[src/rtl/dcache_pkg.sv]
package dcache_pkg;

  // ======================================================================
  // Widths and address fields
  // ======================================================================
  localparam int ADDR_W     = 32;
  localparam int DATA_W     = 32;
  localparam int LINE_WORDS = 4;
  localparam int LINE_W     = DATA_W * LINE_WORDS;
  localparam int INDEX_W    = 5;
  localparam int LINES      = 1 << INDEX_W;
  localparam int TAG_W      = 23;

  // Low bit of each address field
  localparam int WORD_LSB  = 2;
  localparam int INDEX_LSB = 4;
  localparam int TAG_LSB   = 9;

  typedef logic [TAG_W-1:0]  tag_t;
  typedef logic [LINE_W-1:0] line_t;
  typedef logic [1:0]        size_t;

  localparam size_t SIZE_BYTE = 2'd0;
  localparam size_t SIZE_HALF = 2'd1;
  localparam size_t SIZE_WORD = 2'd2;

  // ======================================================================
  // Shared structs
  // ======================================================================
  typedef struct packed {
    logic [ADDR_W-1:0] addr;
    logic              write;
    logic [DATA_W-1:0] wdata;
    size_t             size;
  } core_cmd_t;

  typedef struct packed {
    tag_t               tag;
    logic [INDEX_W-1:0] index;
    logic [1:0]         word;
    logic               write;
    size_t              size;
    logic [DATA_W-1:0]  wdata;
    logic [3:0]         byte_en;
  } dec_req_t;

  typedef struct packed {
    logic              req;
    logic              write;
    logic [ADDR_W-1:0] addr;
    logic [DATA_W-1:0] wdata;
    size_t             size;
  } mem_req_t;

  typedef struct packed {
    logic              beat;
    logic [DATA_W-1:0] rdata;
  } mem_rsp_t;

  // One-cycle flags from the controller
  typedef struct packed {
    logic load_hit;
    logic load_refill;
    logic read_hit;
    logic write_hit;
    logic read_miss;
    logic write_miss;
  } ctrl_evt_t;

  typedef struct packed {
    logic [15:0] read_hits;
    logic [15:0] write_hits;
    logic [15:0] read_misses;
    logic [15:0] write_misses;
  } dcache_stats_t;

endpackage

[src/rtl/dcache_req_decode.sv]
`timescale 1ns/100ps

module dcache_req_decode
  import dcache_pkg::*;
(
  input  logic               clk,
  input  logic               rstn,
  input  logic               accept,
  input  core_cmd_t          core_cmd,
  output dec_req_t           req,
  output logic [INDEX_W-1:0] lookup_index
);

  logic [1:0] byte_off;
  logic [3:0] byte_en;

  assign byte_off = core_cmd.addr[WORD_LSB-1:0];

  // Lane enables follow the store data placement
  always_comb begin
    case (core_cmd.size)
      SIZE_BYTE: begin
        byte_en = 4'b0001 << byte_off;
      end
      SIZE_HALF: begin
        byte_en = byte_off[1] ? 4'b1100 : 4'b0011;
      end
      default: begin
        byte_en = 4'b1111;
      end
    endcase
  end

  always_ff @(posedge clk or negedge rstn) begin
    if (!rstn) begin
      req <= '0;
    end else if (accept) begin
      req.tag     <= core_cmd.addr[ADDR_W-1:TAG_LSB];
      req.index   <= core_cmd.addr[TAG_LSB-1:INDEX_LSB];
      req.word    <= core_cmd.addr[INDEX_LSB-1:WORD_LSB];
      req.write   <= core_cmd.write;
      req.size    <= core_cmd.size;
      req.wdata   <= core_cmd.wdata;
      req.byte_en <= byte_en;
    end
  end

  // Arrays look up the incoming line while the request is taken
  assign lookup_index = accept ? core_cmd.addr[TAG_LSB-1:INDEX_LSB] : req.index;

endmodule

[config.mk]
export PLATFORM = sky130hd
export DESIGN_NAME = dcache_req_decode
export DESIGN_NICKNAME = d
export VERILOG_FILES = /design/src/rtl/dcache_pkg.sv /design/src/rtl/dcache_req_decode.sv
export SDC_FILE = /design/constraint.sdc
export NUM_CORES = 1
export LEC_CHECK = 0
export ABC_AREA = 1
export BUFFER_PORTS_ARGS = -buffer_cell sky130_fd_sc_hd__buf_2
export CORE_MARGIN = 8
export CORE_UTILIZATION = 40
export DETAILED_ROUTE_END_ITERATION = 8
export PLACE_DENSITY = 0.73
export SLEW_MARGIN = 40
export SYNTH_ARGS = -nofsm -noshare
export SYNTH_HDL_FRONTEND = slang
export SYNTH_SLANG_ARGS = --single-unit
export TNS_END_PERCENT = 10
[constraint.sdc]
create_clock -name clk -period 1.8 [get_ports clk]
set_clock_uncertainty 0.15 [all_clocks]
set_input_delay 0.36 -clock clk [delete_from_list [all_inputs] [get_ports clk]]
set_output_delay 0.36 -clock clk [all_outputs]
set_load 0.05 [all_outputs]
Word level (Yosys, flattened, before mapping)
Cells that the tools add are included.
Word-level totals
  register bits: 69
  bits of input ports: 70
  word-level logic and storage cells: 13
Operators by class
  equality and inequality tests: 1
  shift operators: 1
  mux-type cells: 3
  reduce and logical (&&, ||, !) cells: 1
Operator list (number)
  $pmux 4 s2: 1
  $mux 5: 1
  $mux 4: 1
  $shl 1x2->4 const A: 1
  $eq 2x1->1 const B: 1
  $logic_not 2->1: 1

Depth between registers and ports, before layout
  depth after elaboration: 2
  gate-level depth with buffers: 6

Worst setup path before layout
OpenSTA, ideal clock, no wires.
  path kind: input-to-output
  start point: input accept
  end point: output lookup_index[0]
  arrival time: 1.215 ns
  required time: 1.290 ns
  path slack: 0.075 ns
  stages on the path: 6
  path buffers: 3
  path through: buf_4 > inv_2 > buf_6 > buf_6 > nand2_1 > nand2_1
On the way
  word-level cells in the longest chain between the ends: 1
Ends and longest elaborated chain
  from (decl): line dcache_req_decode.sv:8  | input logic accept,
  $mux 5: line dcache_req_decode.sv:49  | assign lookup_index = accept ? core_cmd.addr[TAG_LSB-1:INDEX_LSB] : req.index;
  to (decl): line dcache_req_decode.sv:11  | output logic [INDEX_W-1:0] lookup_index
No other way between the ends.

Worst setup path after layout
  start point: input accept
  end point: output lookup_index[4]
The elaborated chain is that of the path after synthesis.

==> results_dict.tcl <==
set metrics [dict create \
    status "completed" \
    nFillCells 628 \
    power_density_nw_per_um2 1130 \
    fin_tns_setup_ns 0 \
    coreArea_um2 6640 \
    cts_buffer_depth 2 \
    synth_most_common_cell "nand2_1" \
    grt_max_degree 70 \
    synth_top_area_frac 0.646 \
    wl_per_cell_um 13.2 \
    reg2reg_depth 4 \
    largest_reg_flops 69 \
    synth_seq_area_share 0.646 \
    max_freq_ghz 0.592 \
    crit_fanout 17 \
    r2r-start "req[0]" \
    post_cts_buffers 0 \
    p_leak_nw 2.22 \
    setup_viol 0 \
    vias 2353 \
    port_buffers 143 \
    ys_types 9 \
    via_per_inst 4.39 \
    hold_slack_ns 0.0617 \
    die_h_um 97.8 \
    antenna_found_initial 1 \
    min_path_cells 3 \
    r2r_setup_slack_ns 0.93 \
    cts-root-buf "clkbuf_8" \
    dr.pass1.iters 4 \
    route.detailed.drc 0 \
    num_rows 30 \
    pin_count 144 \
    max_slew_margin 0.660 \
    gp_congestion 0.777 \
    final_cell_area_um2 3660 \
    synth_area_um2 2670 \
    grt_pass1_wl_um 11900 \
    yosys_warnings 0 \
    async_reset_ff_frac 1.00 \
    rsz0062_at_grt "false" \
    start_util 0.402 \
    layout.nets 521 \
    worst_slack_ns 0.112 \
    top_regs "req: 69 flops" \
    ant_nets 0 \
    crit_type "input pin to output pin" \
    r2r_end "req[0]" \
    period_minus_slack_ns 1.69 \
    dp_cells 519 \
    post-route-util 0.551 \
    p_total_mw 4.14 \
    clk_pin_slew_ns 0.08 \
    drive_gt1_frac 0.360 \
    cts.htree.levels 3 \
    cts_resized 0 \
    first_iter_violations 96 \
    synth_nets 377 \
    holdPathEnd "req[17]" \
    worstPathArrival_ns 1.18 \
    wl_um 7070 \
    yosys.area.top_type "dfrtp_1" \
    hold_start "core_cmd[15]" \
    yosys-top-cells-count "nand2_1, dfrtp_1, buf_2, nor2_1, inv_1" \
    regMostFlops "req" \
    die_w_um 97.8 \
    crit_path_start_kind "input pin" \
    fin_cells 536 \
    irDropWorstVdd_uv 524 \
    synth_area_leaders "dfrtp_1, nand2_1, buf_6" \
    synth_area_per_cell_um2 8.71 \
    tightest_slew_ns 0.509 \
    numCtsBuffers 9 \
    synth_edf_count 0 \
    ys_ff_latch 69 \
    dp_hpwl_um 5130 \
    overflow 0 \
    place_ws_ns 0.0781 \
    antenna_cells 0 \
    cts.sinks 69 \
    crit_required_ns 1.29 \
    synth_cells 307 \
    grtUsageTotal 0.155 \
    syn2layout_area_growth_pct 36.9 \
    synth_ff_type "dfrtp_1" \
    worstHoldPathType "input pin to register" \
    finalCritPeriodShare 0.938 \
    dieArea_um2 9560 \
    slew_violations 0 \
    cp-end-kind "output pin" \
    cts_tree "yes" \
    finalHoldViolCount 0 \
    dpl_cell_area_um2 3440 \
    grt_pass1_vias 2543 \
    clock_latency_ns 0.34 \
    cap_violations 0 \
]
[final cells by class]
type | instances | area, um^2 | area share
clock buffers | 9 | 124 | 0.0338
clock inverters | 7 | 90.1 | 0.0246
inverters | 9 | 33.8 | 0.00923
multi-input cells | 214 | 805 | 0.220
flip-flops and latches | 69 | 1730 | 0.472
well taps | 80 | 100 | 0.0274
repair buffers | 148 | 781 | 0.213
[worst max-delay path: stages]
cell and delay, ns:
buf_2 0.13, inv_2 0.23, nand2_1 0.09, nand2_1 0.09, buf_2 0.27
[worst max-delay path by stage]
stage                       from  slack, ns         endpoint
after floorplan           accept       0.07  lookup_index[0]
after global placement    accept       0.12  lookup_index[2]
after detailed placement  accept       0.08  lookup_index[0]
after CTS                 accept       0.07  lookup_index[0]
after global routing      accept       0.03  lookup_index[4]
final                     accept       0.11  lookup_index[4]
[power breakdown]
group          leakage (nW)  switching (mW)  internal [mW]
Clock                 0.105           0.581          0.772
Combinational          1.28           0.790          0.233
Sequential            0.837          0.0712           1.69
Total                  2.22            1.44           2.69
[metal layers]
metal,routed length (um),share of wire,track usage,vias up
met5,13,0.0018,0,-
met4,61,0.0086,0.0516,2
met3,881,0.12,0.0974,6
met2,3080,0.44,0.234,112
met1,3030,0.43,0.175,1038
li1,-,-,-,1195
[placed cells by master (no fill, tap or decap), types with 3 or more instances in the layout]
master    count
clkbuf_8      9
nor2_1        9
dfrtp_1      69
nand2_1     204
clkinv_2      3
inv_1         8
buf_2       143
[logic make-up (layout without fill, tap and decap cells)]
family                 after synthesis  in the layout  share of synthesized area
flip-flops                          69             69                      0.646
AO/OA/AOI/OAI                        1              1                    0.00187
AND/OR/NAND/NOR                    213            213                      0.299
buffers and inverters               24            173                     0.0533
[timing repair]
| item | in CTS | in global routing |
|---|---|---|
| endpoints found under the hold margin | 69 | 0 |
| hold buffers | 1 | 0 |
| endpoints found under the setup margin | 0 | 0 |
No activity file was read; power rests on OpenSTA's default activity.
