`src/rtl/dcache_pkg.sv`:
```
package dcache_pkg;

  // ======================================================================
  // Widths and address fields
  // ======================================================================
  localparam int ADDR_W     = 32;
  localparam int DATA_W     = 32;
  localparam int LINE_WORDS = 4;
  localparam int LINE_W     = DATA_W * LINE_WORDS;
  localparam int INDEX_W    = 5;
  localparam int LINES      = 1 << INDEX_W;
  localparam int TAG_W      = 23;

  // Low bit of each address field
  localparam int WORD_LSB  = 2;
  localparam int INDEX_LSB = 4;
  localparam int TAG_LSB   = 9;

  typedef logic [TAG_W-1:0]  tag_t;
  typedef logic [LINE_W-1:0] line_t;
  typedef logic [1:0]        size_t;

  localparam size_t SIZE_BYTE = 2'd0;
  localparam size_t SIZE_HALF = 2'd1;
  localparam size_t SIZE_WORD = 2'd2;

  // ======================================================================
  // Shared structs
  // ======================================================================
  typedef struct packed {
    logic [ADDR_W-1:0] addr;
    logic              write;
    logic [DATA_W-1:0] wdata;
    size_t             size;
  } core_cmd_t;

  typedef struct packed {
    tag_t               tag;
    logic [INDEX_W-1:0] index;
    logic [1:0]         word;
    logic               write;
    size_t              size;
    logic [DATA_W-1:0]  wdata;
    logic [3:0]         byte_en;
  } dec_req_t;

  typedef struct packed {
    logic              req;
    logic              write;
    logic [ADDR_W-1:0] addr;
    logic [DATA_W-1:0] wdata;
    size_t             size;
  } mem_req_t;

  typedef struct packed {
    logic              beat;
    logic [DATA_W-1:0] rdata;
  } mem_rsp_t;

  // One-cycle flags from the controller
  typedef struct packed {
    logic load_hit;
    logic load_refill;
    logic read_hit;
    logic write_hit;
    logic read_miss;
    logic write_miss;
  } ctrl_evt_t;

  typedef struct packed {
    logic [15:0] read_hits;
    logic [15:0] write_hits;
    logic [15:0] read_misses;
    logic [15:0] write_misses;
  } dcache_stats_t;

endpackage

```
`src/rtl/dcache_ctrl.sv`:
```
`timescale 1ns/100ps

module dcache_ctrl
  import dcache_pkg::*;
(
  input  logic               clk,
  input  logic               rstn,
  input  logic               core_req,
  input  logic [INDEX_W-1:0] core_valid_hit_index,
  input  dec_req_t           req,
  input  tag_t               tag_rdata,
  input  line_t              line_rdata,
  output logic               accept,
  output logic               core_wait,
  output logic               tag_wen,
  output tag_t               tag_wdata,
  output logic               line_wen,
  output line_t              line_wdata,
  output line_t              refill_line,
  output mem_req_t           mem_req,
  input  mem_rsp_t           mem_rsp,
  output ctrl_evt_t          evt
);

  typedef enum logic [2:0] {
    IDLE,
    CHECK,
    WHIT,
    WMISS,
    RMISS
  } state_t;

  state_t state, next_state;

  logic [LINES-1:0] valid;
  logic [2:0]       beat_cnt;
  logic             tag_hit;
  logic             refill_done;
  logic             read_miss;
  logic [1:0]       byte_off;
  line_t            merged_line;

  assign accept      = core_req && (state == IDLE);
  assign core_wait   = (state != IDLE);
  assign tag_hit     = (tag_rdata == req.tag);
  assign refill_done = (beat_cnt == 3'(LINE_WORDS));

  // A store on an invalid line lands in RMISS for one cycle and moves on
  assign read_miss = (state == RMISS) && !req.write;

  // ======================================================================
  // State machine
  // ======================================================================
  always_ff @(posedge clk or negedge rstn) begin
    if (!rstn) begin
      state <= IDLE;
    end else begin
      state <= next_state;
    end
  end

  always_comb begin
    next_state = state;
    case (state)
      IDLE: begin
        if (accept) begin
          next_state = valid[core_valid_hit_index] ? CHECK : RMISS;
        end
      end
      CHECK: begin
        if (req.write) begin
          next_state = tag_hit ? WHIT : WMISS;
        end else begin
          next_state = tag_hit ? IDLE : RMISS;
        end
      end
      WHIT, WMISS: begin
        if (mem_rsp.beat) begin
          next_state = IDLE;
        end
      end
      RMISS: begin
        if (req.write) begin
          next_state = WMISS;
        end else if (refill_done) begin
          next_state = IDLE;
        end
      end
      default: next_state = IDLE;
    endcase
  end

  // Beat counter cleared between requests
  always_ff @(posedge clk or negedge rstn) begin
    if (!rstn) begin
      beat_cnt <= '0;
    end else if (state == IDLE) begin
      beat_cnt <= '0;
    end else if (read_miss && mem_rsp.beat) begin
      beat_cnt <= beat_cnt + 3'd1;
    end
  end

  always_ff @(posedge clk or negedge rstn) begin
    if (!rstn) begin
      valid <= '0;
    end else if (read_miss && refill_done) begin
      valid[req.index] <= 1'b1;
    end
  end

  // Word 0 arrives first and ends up in the low bits
  always_ff @(posedge clk) begin
    if (read_miss && mem_rsp.beat) begin
      refill_line <= {mem_rsp.rdata, refill_line[LINE_W-1:DATA_W]};
    end
  end

  // ======================================================================
  // Array writes
  // ======================================================================
  always_comb begin
    merged_line = line_rdata;
    for (int b = 0; b < 4; b++) begin
      if (req.byte_en[b]) begin
        merged_line[req.word*DATA_W + b*8 +: 8] = req.wdata[b*8 +: 8];
      end
    end
  end

  assign tag_wen    = read_miss && refill_done;
  assign tag_wdata  = req.tag;
  assign line_wen   = (read_miss && refill_done) || ((state == WHIT) && mem_rsp.beat);
  assign line_wdata = (state == WHIT) ? merged_line : refill_line;

  // ======================================================================
  // Memory request
  // ======================================================================
  // Byte offset recovered from the lane enables
  assign byte_off[1] = !(req.byte_en[0] || req.byte_en[1]);
  assign byte_off[0] = (req.size == SIZE_BYTE) && (req.byte_en[1] || req.byte_en[3]);

  always_comb begin
    mem_req = '0;
    case (state)
      WHIT, WMISS: begin
        mem_req.req   = !mem_rsp.beat;
        mem_req.write = 1'b1;
        mem_req.addr  = {req.tag, req.index, req.word, byte_off};
        mem_req.wdata = req.wdata;
        mem_req.size  = req.size;
      end
      RMISS: begin
        mem_req.req  = read_miss && (beat_cnt == '0) && !mem_rsp.beat;
        mem_req.addr = {req.tag, req.index, {INDEX_LSB{1'b0}}};
        mem_req.size = SIZE_WORD;
      end
      default: begin
        mem_req = '0;
      end
    endcase
  end

  always_comb begin
    evt             = '0;
    evt.load_hit    = (state == CHECK) && !req.write && tag_hit;
    evt.read_hit    = evt.load_hit;
    evt.load_refill = read_miss && refill_done;
    evt.read_miss   = evt.load_refill;
    evt.write_hit   = (state == WHIT) && mem_rsp.beat;
    evt.write_miss  = (state == WMISS) && mem_rsp.beat;
  end

endmodule

```
`config.mk`:
```
export PLATFORM = sky130hd
export DESIGN_NAME = dcache_ctrl
export DESIGN_NICKNAME = d
export VERILOG_FILES = /design/src/rtl/dcache_pkg.sv /design/src/rtl/dcache_ctrl.sv
export SDC_FILE = /design/constraint.sdc
export NUM_CORES = 1
export LEC_CHECK = 0
export BUFFER_PORTS_ARGS = -buffer_cell sky130_fd_sc_hd__buf_2
export CAP_MARGIN = 5
export CORE_AREA = 2 2 242 244
export DETAILED_ROUTE_END_ITERATION = 16
export DIE_AREA = 0 0 244 246
export GPL_TIMING_DRIVEN = 0
export SLEW_MARGIN = 40
export SYNTH_ARGS = -nofsm -noshare
export SYNTH_HDL_FRONTEND = slang
export SYNTH_SLANG_ARGS = --single-unit
```
`constraint.sdc`:
```
create_clock -name clk -period 5 [get_ports clk]
set_clock_uncertainty 0.05 [all_clocks]
set_input_delay 0.5 -clock clk [delete_from_list [all_inputs] [get_ports clk]]
set_output_delay 0.5 -clock clk [all_outputs]
set_load 0.005 [all_outputs]
```
* After elaboration in Yosys (flattened, before gate mapping)
Cells that the tools add are included.
Word-level totals: register bits 166, input bits 261
Cells by class: add/subtract/negate cells 8, magnitude comparators 3, equality and inequality tests 9, shifts and indexed selects 8, multiplexer cells 29, bitwise operators 1, reductions and logical operators 25
Operators by type and width (number):
- 128-bit 2-to-1 mux | 5
- 128-bit bitwise mux | 4
- 8-bit by 34-bit variable shift with 128-bit output, first input constant | 4
- 8-bit by 34-bit indexed part select with 128-bit output | 4
- 8-bit negator with 34-bit output | 3
- 32-bit case mux with 2 select lines | 1
- 7-bit negator with 34-bit output | 1
- 32-bit 2-to-1 mux | 1
- 32-bit OR | 1
- 3-bit 2-to-1 mux | 9
- 23-bit equality test | 1
- 7-bit by 5-bit adder with 8-bit output, second input constant | 2
- 1-bit logical AND | 12
- 5-bit by 6-bit less-than comparator with 1-bit output, second input constant | 2
- 3-bit case mux with 4 select lines | 1
- 7-bit by 4-bit adder with 8-bit output, second input constant | 1
- 3-bit by 2-bit equality test with 1-bit output, second input constant | 2
- 3-bit equality test, second input constant | 2
- 3-bit zero test | 2
- 1-bit binary-select mux with 5-bit select | 1
- 1-bit demux with 5-bit select | 1
- 5-bit by 1-bit greater-or-equal comparator with 1-bit output, second input constant | 1
- 1-bit 2-to-1 mux | 4
- 2-bit inequality test, second input constant | 2
- 12 further kinds | 16

* Longest topological paths before layout
depth in word-level cells 11, gate-level depth with buffers 8, depth with buffers taken out 7

* Least setup slack after synthesis
Ideal clock, no wire load.
kind register to register, start point reg state[0], end point reg refill_line[0] (enable), setup time 482 ps, arrival time 3537 ps, required time 4468 ps, path slack 932 ps, cell stages (with the launch flop) 6, period minus slack after synthesis 4068 ps, path through dfrtp_1 -> buf_6 -> nor3b_4 -> and2b_2 -> nand2_1 -> inv_1
On the way: cells in the longest elaborated chain, start to end 3
RTL lines:
- from (decl) | RTL line dcache_ctrl.sv:33 | state_t state, next_state;
- from (signal assigned) | RTL line dcache_ctrl.sv:58 | state <= next_state;
- 3-bit equality test | RTL line dcache_ctrl.sv:49 | assign read_miss = (state == RMISS) && !req.write;
- 1-bit logical AND | RTL line dcache_ctrl.sv:49
- 1-bit logical AND | RTL line dcache_ctrl.sv:114 | if (read_miss && mem_rsp.beat) begin
- to (signal assigned) | RTL line dcache_ctrl.sv:115 | refill_line <= {mem_rsp.rdata, refill_line[LINE_W-1:DATA_W]};
- to (decl) | RTL line dcache_ctrl.sv:19 | output line_t refill_line,
No other way between the ends. A chain may end at the register's enable or synchronous reset.

* Worst setup path in the final report
start point reg state[2], end point out line_wdata[74]
On the way: cells in the longest elaborated chain, start to end 2
RTL lines:
- 3-bit by 2-bit equality test with 1-bit output | RTL line dcache_ctrl.sv:134 | assign line_wdata = (state == WHIT) ? merged_line : refill_line;
- 128-bit 2-to-1 mux | RTL line dcache_ctrl.sv:134
- to (decl) | RTL line dcache_ctrl.sv:18 | output line_t line_wdata,
No other way between the ends.

==> impl_metrics.yaml <==
run:
  max_cap_viol_count: 0
worst_setup_path:
  arrival_ps: 3410
  critPathMaxFanout: 11
  cp.required_ps: 4450
  cpMaxStageDelayCell: "clkbuf_1"
  start_kind: "flop"
  r2r_start: "state[0]"
  cp_top_family: "buffers and inverters"
  critPathLaunch: "state[2]"
  r2r-end: "refill_line[79]"
  rrSetupSlack_ps: 2540
  crit_end: "line_wdata[74]"
  cp_common_cell: "buf_2"
  critPathCaptureType: "output pin"
  cp_num_cells: 7
  crit_chain: "nand2b_1 > buf_6 > nor2_1 > buf_2 > clkbuf_1 > a31oi_1 > buf_2"
  path_class: "flop to output pin"
  crit_buf_inv: 4
  cp_slowest_stage_delay_ps: 690
  worstRegToRegCells: 6
power_and_ir_drop:
  leakage_nw: 6.661
  power_per_cell_area_mw_per_mm2: 364.5
  peakVddDrop_v: 0.0003299
  total_power_mw: 5.178
synthesis:
  ys_async_sr_fraction: 0.2289
  synthAdderAreaFrac: 0.01055
  syn_nets: 1254
  post_synth.cell_area_avg_um2: 9.635
  synth_top_area_share: 0.4050
  synth_area_leader_cell: "edfxtp_1"
  ys.warnings.count: 0
  ys_ff_latch: 166
  synth_compound_area_frac: 0.1610
  synthTopCellsByArea: "edfxtp_1, dfrtp_1, nor2_1"
  postSynthCellCount: 985
  synthesis.area_mm2: 0.009490
  yosysMostFrequentCell: "nor2_1"
  synthSimpleGateAreaFrac: 0.2257
  synthXorXnorAreaFrac: 0.02399
  synth_top_family_by_area: "simple AND/OR/NAND/NOR gates"
  synth_cell_types: 53
  synth_common_cells: "nor2_1, edfxtp_1, nand2_1"
  seq_area_frac_synth: 0.5052
  synth_edf_count: 128
  synth.area.mux_share: 0.01688
  synthFlopType: "edfxtp_1"
timing:
  period_needed_ps: 3962
  hold_viol_final: 0
  period_share: 0.7924
  setup_viol: 0
  relSlewSlack: 0.4198
  worst_pin_slew_ps: 870.3
  drv_slew: 0
  layout_setup_ws_ps: 1038
  rsz0062_at_grt: "no"
  timing.setup.tns_ps: 0
  fmax_ghz: 0.2524
finish:
  fin_nets: 1886
  fin_area_mm2: 0.01420
  instances_no_fill: 2403
  drive_gt1_frac: 0.4405
  area_growth_pct: 49.68
route:
  routed_wl_um: 58540
  wl_met3_um: 5241
  drtIter0Drc: 968
  firstDrtPassIters: 5
  drc: 0
  viasPerCell: 4.608
  met1_length_um: 23290
  highest_layer: "met5"
  vias: 11070
  wire_per_inst_um: 24.36
  ant_nets: 0
  route.met2.wl_um: 27430
cts:
  h-tree-depth: 4
  clock_path_buffers: 2
  tritoncts: "yes"
  cts_sinks: 166
  path_clk_slew_ps: 80
  clock_latency_ps: 480
  numCtsBuffers: 17
  ctsResizeCount: 0
  ctsRootBufferMaster: "clkbuf_16"
die:
  floorplan.die_area_mm2: 0.06002
  rows: 88
  fp.dieW_um: 244
  fp.dieH_um: 246
  core-area_mm2: 0.05737
  start_util: 0.1654
  io_pins: 618
global_routing:
  grt_usage: 0.1875
  grt_max_degree: 68
  grt_pass1_vias: 10510
  grt_overflow_total: 0
  antenna_found_initial: 14
  grt_first_pass_wirelength_um: 78660
place:
  placed_area_mm2: 0.01358
  place_congestion: 1.002
  dpl.hpwl_um: 46130
  dp_slack_ps: 1104
  io_buffers: 611
  dp.cells: 2362
outcome:
  status: "complete, no violations"
min_path:
  hold_class: "primary input to flop"
==> cell usage in the layout (no fill, tap or decap), drive strengths merged, types with 2 or more instances in the layout <==
cell and instances:
buf 673, nor2 137, edfxtp 128, nand2 99
nand3 80, a31oi 72, a21oi 61, a22oi 60
clkbuf 48, and2 46, dfrtp 38, nor2b 26
inv 23, a21o 22, xnor2 16, mux2i 16
xor2 10, diode 8, ha 8, nor3 8
a41o 7, and2b 7, nor4 7, nand3b 5
nor3b 5, o21bai 4, clkinv 4, nand2b 3
nand4 3, nor4b 2
==> registers in the layout, summed over array words and instances, names as in the netlist <==
| register | flops |
|---|---|
| beat_cnt | 3 |
| refill_line | 128 |
| state | 3 |
| valid | 32 |
==> kinds of logic after synthesis <==
| logic type | after synthesis |
|---|---|
| buffers and inverters | 105 |
| AND/OR/NAND/NOR | 431 |
| XOR/XNOR | 26 |
| adder cells (fa/ha/maj) | 8 |
| multiplexers | 16 |
| flip-flops | 166 |
| AO/OA/AOI/OAI | 233 |
==> repair_timing <==
action | CTS | global route
hold buffers | 0 | 1
setup buffers | 0 | 0
endpoints found under the hold margin | 0 | 38
==> cell type report <==
| cell class | count | area (um2) |
|---|---|---|
| Clock buffer | 19 | 452.9 |
| Tap cell | 765 | 957.2 |
| Multi-Input combinational cell | 714 | 4190 |
| Buffer | 90 | 493.0 |
| Antenna cell | 8 | 20.02 |
| Inverter | 15 | 63.81 |
| Sequential cell | 166 | 4795 |
| Fill cell | 6294 | 43160 |
| Clock inverter | 13 | 135.1 |
| Timing Repair Buffer | 613 | 3098 |
==> worst min-delay path by stage <==
stage                           start               end  slack [ps]  cells past startpoint
after floorplan                  rstn       beat_cnt[0]         150                      0
after global routing      mem_rsp[11]  refill_line[107]         100                      1
final                      mem_rsp[5]  refill_line[101]         140                      1
after CTS                        rstn         valid[11]          40                      1
after detailed placement    valid[13]         valid[13]         390                      1
after global placement       valid[6]          valid[6]         390                      1
==> metrics by stage <==
| stage | hold slack, ps | utilization |
|---|---|---|
| 6_report | 137.4 | 0.2476 |
| 5_1_grt | 98.97 | 0.2473 |
| 4_1_cts | 42.62 | 0.2471 |
| 3_5_place_dp | 393.3 | 0.2368 |
| 3_3_place_gp | 387.8 | 0.2354 |
| 2_1_floorplan | 154.4 | - |
==> worst reg2reg max path: cells and delay by family (launching register included) <==
family	cells	cell delay, ps
DFF	1	370
buffers and inverters	3	850
and+or+nand+nor	3	730
==> layer usage <==
metal	global-route usage	vias up
met4	0.08501	14
li1	-	4832
met2	0.3073	825
met1	0.2284	5270
met5	0	-
met3	0.05240	133
==> report_power, final <==
part           switching (mW)  internal [mW]
combinational            1.37          0.768
clock                   0.652          0.729
sequential             0.0734           1.59
total                    2.09           3.09
No activity file was read; power rests on OpenSTA's default activity.
