[config.mk]
export PLATFORM = sky130hd
export DESIGN_NAME = dcache_result
export DESIGN_NICKNAME = d
export VERILOG_FILES = /design/src/rtl/dcache_pkg.sv /design/src/rtl/dcache_result.sv
export SDC_FILE = /design/constraint.sdc
export NUM_CORES = 1
export LEC_CHECK = 0
export BUFFER_PORTS_ARGS = -buffer_cell sky130_fd_sc_hd__buf_2
export CAP_MARGIN = 10
export CORE_AREA = 4 4 137 139
export CTS_CLUSTER_DIAMETER = 200
export DETAILED_ROUTE_END_ITERATION = 10
export DIE_AREA = 0 0 141 143
export SYNTH_ARGS = -nofsm -noshare
export SYNTH_HDL_FRONTEND = slang
export SYNTH_SLANG_ARGS = --single-unit
[constraint.sdc]
create_clock -name clk -period 1.9 [get_ports clk]
set_clock_uncertainty 0.2 [all_clocks]
set_input_delay 0.095 -clock clk [delete_from_list [all_inputs] [get_ports clk]]
set_output_delay 0.095 -clock clk [all_outputs]
set_load 0.005 [all_outputs]
[src/rtl/dcache_pkg.sv]
package dcache_pkg;

  // ======================================================================
  // Widths and address fields
  // ======================================================================
  localparam int ADDR_W     = 32;
  localparam int DATA_W     = 32;
  localparam int LINE_WORDS = 4;
  localparam int LINE_W     = DATA_W * LINE_WORDS;
  localparam int INDEX_W    = 5;
  localparam int LINES      = 1 << INDEX_W;
  localparam int TAG_W      = 23;

  // Low bit of each address field
  localparam int WORD_LSB  = 2;
  localparam int INDEX_LSB = 4;
  localparam int TAG_LSB   = 9;

  typedef logic [TAG_W-1:0]  tag_t;
  typedef logic [LINE_W-1:0] line_t;
  typedef logic [1:0]        size_t;

  localparam size_t SIZE_BYTE = 2'd0;
  localparam size_t SIZE_HALF = 2'd1;
  localparam size_t SIZE_WORD = 2'd2;

  // ======================================================================
  // Shared structs
  // ======================================================================
  typedef struct packed {
    logic [ADDR_W-1:0] addr;
    logic              write;
    logic [DATA_W-1:0] wdata;
    size_t             size;
  } core_cmd_t;

  typedef struct packed {
    tag_t               tag;
    logic [INDEX_W-1:0] index;
    logic [1:0]         word;
    logic               write;
    size_t              size;
    logic [DATA_W-1:0]  wdata;
    logic [3:0]         byte_en;
  } dec_req_t;

  typedef struct packed {
    logic              req;
    logic              write;
    logic [ADDR_W-1:0] addr;
    logic [DATA_W-1:0] wdata;
    size_t             size;
  } mem_req_t;

  typedef struct packed {
    logic              beat;
    logic [DATA_W-1:0] rdata;
  } mem_rsp_t;

  // One-cycle flags from the controller
  typedef struct packed {
    logic load_hit;
    logic load_refill;
    logic read_hit;
    logic write_hit;
    logic read_miss;
    logic write_miss;
  } ctrl_evt_t;

  typedef struct packed {
    logic [15:0] read_hits;
    logic [15:0] write_hits;
    logic [15:0] read_misses;
    logic [15:0] write_misses;
  } dcache_stats_t;

endpackage

[src/rtl/dcache_result.sv]
`timescale 1ns/100ps

module dcache_result
  import dcache_pkg::*;
(
  input  logic              clk,
  input  logic              rstn,
  input  ctrl_evt_t         evt,
  input  logic [1:0]        word,
  input  line_t             line_rdata,
  input  line_t             refill_line,
  output logic [DATA_W-1:0] core_rdata,
  output dcache_stats_t     stats
);

  logic [DATA_W-1:0] hit_word;
  logic [DATA_W-1:0] refill_word;

  assign hit_word    = line_rdata[word*DATA_W +: DATA_W];
  assign refill_word = refill_line[word*DATA_W +: DATA_W];

  always_ff @(posedge clk or negedge rstn) begin
    if (!rstn) begin
      core_rdata <= '0;
    end else if (evt.load_hit) begin
      core_rdata <= hit_word;
    end else if (evt.load_refill) begin
      core_rdata <= refill_word;
    end
  end

  // Counters wrap at 16 bits
  always_ff @(posedge clk or negedge rstn) begin
    if (!rstn) begin
      stats <= '0;
    end else begin
      if (evt.read_hit) begin
        stats.read_hits <= stats.read_hits + 16'd1;
      end
      if (evt.write_hit) begin
        stats.write_hits <= stats.write_hits + 16'd1;
      end
      if (evt.read_miss) begin
        stats.read_misses <= stats.read_misses + 16'd1;
      end
      if (evt.write_miss) begin
        stats.write_misses <= stats.write_misses + 16'd1;
      end
    end
  end

endmodule

Word-level counts from Yosys, hierarchy flattened

Cells that the tools add are included.

Word-level logic and storage cells: 14
Bits in registers: 96

Multiplexer cells: 2
Shift-type cells: 2
Add/subtract/negate cells: 4
Reduce and logical (&&, ||, !) cells: 1

Operator list:

| kind                                                             | count |
|---|---|
| 128-bit by 8-bit indexed part select with 32-bit output          | 2 |
| 16-bit by 1-bit adder with 16-bit output (second input constant) | 4 |
| 32-bit two-way mux                                               | 2 |
| 2-bit nonzero test                                               | 1 |

Depth between registers and ports, before layout

Gate-level depths: netlist of run 1.

Depth in word-level cells: 3
Mapped depth: 5
Gate-level depth less buffers: 5

Least setup slack after synthesis of run 1

Ideal clock, no wire load.

Kind: reg2reg
From: reg stats[32] (netlist bit)
To: reg stats[44] (netlist bit)
Arrival time: 1.271 ns
Buffers on the path: 0
Setup time: 0.124 ns
Path slack: 0.305 ns
Required time: 1.576 ns
Cell stages (with the launch flop): 6
Cells stage by stage: dfrtp_1 -> ha_1 -> nand3_1 -> nor3_1 -> nand3_1 -> xnor2_1

Word-level cells in the longest chain between the ends: 1

RTL lines:

| what                                     | line                | text |
|---|---|---|
| start: declaration                       | dcache_result.sv:13 | `output dcache_stats_t stats` |
| 16-bit by 1-bit adder with 16-bit output | dcache_result.sv:41 | `stats.write_hits <= stats.write_hits + 16'd1;` |

Every way passes these cells.
A chain may end at the register's enable or synchronous reset.

Worst setup path in the final report of run 1

From: reg stats[0] (netlist bit)
To: reg stats[8] (netlist bit)

Word-level cells in the longest chain between the ends: 1

RTL lines:

| what                                     | line                | text |
|---|---|---|
| 16-bit by 1-bit adder with 16-bit output | dcache_result.sv:47 | `stats.write_misses <= stats.write_misses + 16'd1;` |

Every way passes these cells.

==> results.sh, run 1 <==
export IMPL_path_depth=5
export IMPL_drtPass1Iterations=4
export IMPL_power_mw=6.49
export IMPL_min_path_cells=4
export IMPL_max_slew_margin=0.527
export IMPL_avgSynthCellArea_sq_um=12.6
export IMPL_post_place_ws_ps=209
export IMPL_synth_cells=442
export IMPL_cts_htree_levels=3
export IMPL_min_period_ps=1680
export IMPL_clkTransAtPathRegs_ps=80
export IMPL_cp_common_cell="nand4_1"
export IMPL_yosysSeqAreaShare=0.432
export IMPL_postPlaceCellArea_sq_um=7660
export IMPL_wl_um=19100
export IMPL_syn_to_final_growth_pct=44.0
export IMPL_clk_path_buf_depth=2
export IMPL_synth_largest_area_cell="dfrtp_1"
export IMPL_yosysWarnings=0
export IMPL_viasPerCell=4.93
export IMPL_cts_tree="built"
export IMPL_syn_cell_area_sq_um=5560
export IMPL_ios=362
export IMPL_fin_area_sq_um=8000
export IMPL_cts_num_sinks=96
export IMPL_status="finished, final reports clean"
export IMPL_yosys_area_top_type_share=0.432
export IMPL_setup_viol=0
export IMPL_power_density_nw_per_um2=811
export IMPL_ir_drop_v=0.000498
export IMPL_cp_max_fo=5
export IMPL_wl_per_cell_um=18.3
export IMPL_fmax_mhz=597
export IMPL_gp_congestion=0.885
export IMPL_core_area_sq_um=17700
export IMPL_path_buf_inv=0
export IMPL_startpoint_type="register"
export IMPL_crit_chain="ha_1 > nand4_1 > nor2_1 > nand4_1 > xnor2_1"
export IMPL_vias=5146
export IMPL_r2r_cells=5
export IMPL_ys_ff_latch=96
export IMPL_nets=1077
export IMPL_rows=49
export IMPL_drive_gt1_frac=0.571
export IMPL_cts_buffers_inserted=9
export IMPL_crit_family="simple AND/OR/NAND/NOR gates"
export IMPL_max_cap_violations=0
export IMPL_crit_type="register to register"
export IMPL_fillCellCount=1712
export IMPL_multi_input_area_sq_um=2980
export IMPL_cp_slowest_cell="dfrtp_1"
export IMPL_leakagePower_nw=3.91
export IMPL_io_buffers=361
export IMPL_clk_latency_ps=350
export IMPL_gr_total_overflow=0
export IMPL_fin_crit_sh=0.882
export IMPL_ff_latch_area_sq_um=2400
export IMPL_die_w_um=141
export IMPL_required_ps=1940
export IMPL_hp_class="primary input to register"
export IMPL_cp_end_kind="register"
export IMPL_grtUsageTotal=0.183
export IMPL_worstPathArrival_ps=1710
export IMPL_dieArea_sq_um=20200
export IMPL_hold_violations=0
export IMPL_setup_slack_ps=224
export IMPL_synth_distinct_cells=27
export IMPL_grt_pass1_wl_um=28700
export IMPL_initialDrtViolationCount=160
export IMPL_rsz0062_at_grt="false"
export IMPL_floorplan_initialDensity=0.315
export IMPL_grt_pass1_vias=5325
export IMPL_post_cts_repair_setup_buffers=0
export IMPL_die_height_um=143
export IMPL_syn_num_nets=712
export IMPL_grt_max_degree=65
export IMPL_drc=0
export IMPL_slew_viol_final=0
export IMPL_clock_root_buffer="clkbuf_16"
export IMPL_setup_tns_ps=0
export IMPL_ys_top_cells_by_area="dfrtp_1 (43%), mux4_2 (26%), xnor2_1 (6.8%)"
export IMPL_max_stage_delay_ps=410
export IMPL_antenna_found_initial=6
export IMPL_tightestPinTransition_ps=709
export IMPL_ant_nets=0
export IMPL_detailed_place_hpwl_um=15700
==> flip-flops by register name, indices dropped and copies added (netlist names) <==
signal / count
core_rdata: 32
stats: 64
==> cell usage in the layout, fill, tap and decap left out, types with 2 or more instances in the layout <==
master / Yosys / routed
diode_2: 0 / 2
buf_4: 0 / 9
nand2_1: 27 / 27
o22ai_1: 32 / 32
and4_1: 3 / 3
nand3_1: 14 / 14
mux2_2: 4 / 4
clkbuf_16: 0 / 9
buf_2: 6 / 359
dlygate4sd3_1: 0 / 5
nor3_2: 3 / 3
nor2_1: 73 / 73
and3_1: 9 / 9
xnor2_1: 43 / 43
inv_1: 5 / 5
dfrtp_1: 96 / 96
nand4_1: 12 / 12
mux4_2: 64 / 64
nand4_2: 2 / 2
clkinv_4: 0 / 2
xor2_1: 17 / 17
inv_8: 0 / 2
inv_6: 0 / 2
nor3_1: 5 / 5
buf_12: 0 / 5
ha_1: 4 / 4
==> power breakdown <==
group / switching (mW) / internal, mW / total (mW)
Clock: 0.869 / 0.920 / 1.79
Sequential: 0.437 / 2.43 / 2.86
Combinational: 0.795 / 1.04 / 1.84
==> stage by stage <==
| step | utilization | std cells | hold slack (ps) |
|---|---|---|---|
| 6_report | 0.453 | 1043 | 29.0 |
| 5_1_grt | 0.453 | 1042 | 27.4 |
| 3_5_place_dp | 0.434 | 1020 | -115 |
| 2_1_floorplan | - | 442 | -401 |
| 4_1_cts | 0.453 | 1041 | 15.3 |
| 3_3_place_gp | 0.434 | 1020 | -117 |
==> routing by layer <==
metal	vias up	wire, um	global-route usage
li1	2382	-	-
met1	2484	7200	0.222
met2	234	9900	0.316
met3	36	1510	0.0486
met4	10	465	0.0673
met5	-	65	0
==> Yosys cell counts <==
cell type,count
nor3b_1,1
nor3_1,5
nor3_2,3
or2_1,1
buf_6,7
nand3_1,14
nand4_2,2
xor2_1,17
mux4_2,64
and2_1,1
clkbuf_1,7
and3_1,9
nand2_1,27
dfrtp_1,96
inv_1,5
o22ai_1,32
and4_1,3
buf_2,6
or2_2,1
clkbuf_2,1
buf_1,3
nand4_1,12
ha_1,4
xnor2_1,43
nor3b_2,1
nor2_1,73
mux2_2,4
==> logic make-up after synthesis <==
logic type / Yosys count / share of synthesized area
compound gates: 32 / 0.0360
xor+xnor: 60 / 0.0946
fa+ha+maj: 4 / 0.00901
buf+inv: 29 / 0.0306
flops: 96 / 0.432
mux: 68 / 0.268
simple gates: 153 / 0.130
==> area by class of cell <==
class / count / share of cell area
Multi-Input combinational cell: 317 / 0.373
Sequential cell: 96 / 0.300
Timing Repair Buffer: 378 / 0.252
Tap cell: 229 / 0.0358
Clock buffer: 9 / 0.0282
Clock inverter: 7 / 0.00782
Inverter: 5 / 0.00235
Antenna cell: 2 / 0.000626
==> what timing repair did <==
action / 4_1_cts / 5_1_grt
resized for setup: 0 / 0
hold endpoints to repair: 113 / 0
hold buffers: 5 / 0
==> worst min-delay path, delay by kind of cell <==
family          cells  cell delay, ps
compound gates      1              70
buf+inv             1              70
mux                 1             210
simple gates        1              90
==> final timing paths <==
| path | startpoint | to | slack [ps] |
|---|---|---|---|
| min | refill_line[21] | core_rdata[21]$_DFFE_PN0P_ | 30 |
| max reg2reg | stats[0]$_DFFE_PN0P_ | stats[8]$_DFFE_PN0P_ | 220 |
| max in group asynchronous | rstn | stats[49]$_DFFE_PN0P_ | 890 |
| min reg2reg | stats[31]$_DFFE_PN0P_ | stats[31]$_DFFE_PN0P_ | 260 |
| max | stats[0]$_DFFE_PN0P_ | stats[8]$_DFFE_PN0P_ | 220 |
| min in group asynchronous | rstn | stats[28]$_DFFE_PN0P_ | 50 |
Power figures use the tool's default switching activity.
==> run 2: changes to the inputs <==
Settings changed: SETUP_SLACK_MARGIN set to 0.3.
==> run 2 against run 1 <==
  * Via count up 1.3%
  * Setup slack better by 140 ps
  * Register-to-register slack better by 140 ps
  * Combinational power up 14%
  * Global-route usage about the same
  * Total power up 4.8%
  * Cell area up 3.0%
  * Critical path depth unchanged
  * Sequential cell count unchanged
  * Wire length up 1.6%
  * Sequential power up 2%
  * Critical endpoint unchanged
==> results.sh, run 2 (synthesis gave the netlist of run 1 again) <==
export IMPL_worstPathArrival_ps=1580
export IMPL_drtPass1Iterations=4
export IMPL_gr_total_overflow=0
export IMPL_nets=1090
export IMPL_status="finished, final reports clean"
export IMPL_clock_root_buffer="clkbuf_16"
export IMPL_clk_latency_ps=350
export IMPL_mostFrequentLayoutCell="buf_2"
export IMPL_hp_class="primary input to register"
export IMPL_cts_tree="built"
export IMPL_syn_to_final_growth_pct=48.2
export IMPL_ios=362
export IMPL_clk_path_buf_depth=2
export IMPL_io_buffers=361
export IMPL_drive_gt1_frac=0.608
export IMPL_leakagePower_nw=4.02
export IMPL_wl_um=19400
export IMPL_final_cell_mix="buf_2 (359), dfrtp_1 (88), nor2_1 (71), mux4_2 (64), xnor2_1 (43)"
export IMPL_clkTransAtPathRegs_ps=80
export IMPL_largest_reg_flops=64
export IMPL_drc=0
export IMPL_rows=49
export IMPL_cts_buffers_inserted=9
export IMPL_post_place_ws_ps=209
export IMPL_slew_viol_final=0
export IMPL_power_density_nw_per_um2=826
export IMPL_initialDrtViolationCount=177
export IMPL_max_cap_violations=0
export IMPL_viasPerCell=4.94
export IMPL_gp_congestion=0.885
export IMPL_grtUsageTotal=0.183
export IMPL_wl_per_cell_um=18.4
export IMPL_top_register="stats"
export IMPL_grt_pass1_vias=5358
export IMPL_cts_htree_levels=3
export IMPL_fmax_mhz=650
export IMPL_floorplan_initialDensity=0.315
export IMPL_fin_crit_sh=0.810
export IMPL_tightestPinTransition_ps=712
export IMPL_dp_cells=1020
export IMPL_max_slew_margin=0.525
export IMPL_cp_max_fo=5
export IMPL_detailed_place_hpwl_um=15700
export IMPL_setup_tns_ps=0
export IMPL_die_height_um=143
export IMPL_startpoint_type="register"
export IMPL_grt_pass1_wl_um=28800
export IMPL_top_regs="stats x64, core_rdata x32"
export IMPL_dieArea_sq_um=20200
export IMPL_hold_violations=0
export IMPL_cp_slowest_cell="dfrtp_1"
export IMPL_post_route_util=0.466
export IMPL_grt_max_degree=65
export IMPL_ir_drop_v=0.000539
export IMPL_min_path_cells=5
export IMPL_ant_nets=0
export IMPL_final_cells=1055
export IMPL_setup_slack_ps=361
export IMPL_cp_common_cell="nand4_1"
export IMPL_crit_chain="ha_2 > nand4_1 > nor2_4 > nand4_1 > xnor2_1"
export IMPL_min_period_ps=1540
export IMPL_r2r_cells=5
export IMPL_required_ps=1940
export IMPL_vias=5212
export IMPL_cp_end_kind="register"
export IMPL_max_stage_delay_ps=400
export IMPL_rsz0062_at_grt="true"
export IMPL_die_w_um=141
export IMPL_core_area_sq_um=17700
export IMPL_antenna_found_initial=6
export IMPL_crit_type="register to register"
export IMPL_cts_num_sinks=96
export IMPL_setup_viol=0
==> run 2: cell count changes in the layout (fill, tap and decap cells not counted), sizes merged <==
cell,change
buf,+12
dlygate4sd3,+1
diode,-1
==> run 2: report_power, final <==
part	switching (mW)	internal, mW	leakage, nW	total [mW]
clock network	0.871	0.920	0.144	1.79
registers	0.469	2.44	1.18	2.91
logic	0.883	1.22	2.69	2.10
total	2.22	4.58	4.02	6.80
==> run 2: routing by layer <==
layer / GRT usage / vias to the layer above / wire length, um / part of all wire
met5: 0 / - / 65 / 0.0033
met4: 0.0673 / 10 / 510 / 0.026
met3: 0.0489 / 40 / 1440 / 0.074
met2: 0.317 / 233 / 10100 / 0.52
met1: 0.221 / 2525 / 7310 / 0.38
li1: - / 2404 / - / -
==> run 2: critical path: cells and delay by family (launching register included) <==
family	cells	cell delay [ps]
xor gates and xnor gates	1	140
and+or+nand+nor	3	510
adders and majority gates	1	190
DFF	1	400
==> run 2: worst paths after layout <==
kind	to	slack (ps)	startpoint
worst max-delay path	stats[8]$_DFFE_PN0P_	360	stats[1]$_DFFE_PN0P_
worst min-delay path	stats[55]$_DFFE_PN0P_	20	evt[3]
worst max register to register	stats[8]$_DFFE_PN0P_	360	stats[1]$_DFFE_PN0P_
worst min register to register	stats[31]$_DFFE_PN0P_	270	stats[31]$_DFFE_PN0P_
max in group asynchronous	stats[48]$_DFFE_PN0P_	870	rstn
min in group asynchronous	stats[28]$_DFFE_PN0P_	50	rstn
==> run 2: repair_timing <==
item	in CTS	in global routing
pin swaps	0	9
hold buffers	5	1
setup buffers	3	9
hold endpoints to repair	113	3
resized for setup	5	29
endpoints found under the setup margin	14	26
==> run 2: metrics by stage <==
stage	cell area, sq um	hold slack, ps	power, mW
floorplan	5560	-401	3.75
global placement	7660	-117	4.73
detailed placement	7660	-115	4.76
CTS	8040	-136	6.66
global route	8240	27.4	7.23
finish	8240	24.6	6.80
==> run 2: final cells by class <==
cell class	count	area [sq um]
Antenna cell	1	2.50
Sequential cell	96	2410
Tap cell	229	287
Multi-Input combinational cell	317	3110
Clock inverter	7	62.6
Fill cell	1693	9420
Inverter	5	18.8
Timing Repair Buffer	391	2110
Clock buffer	9	225
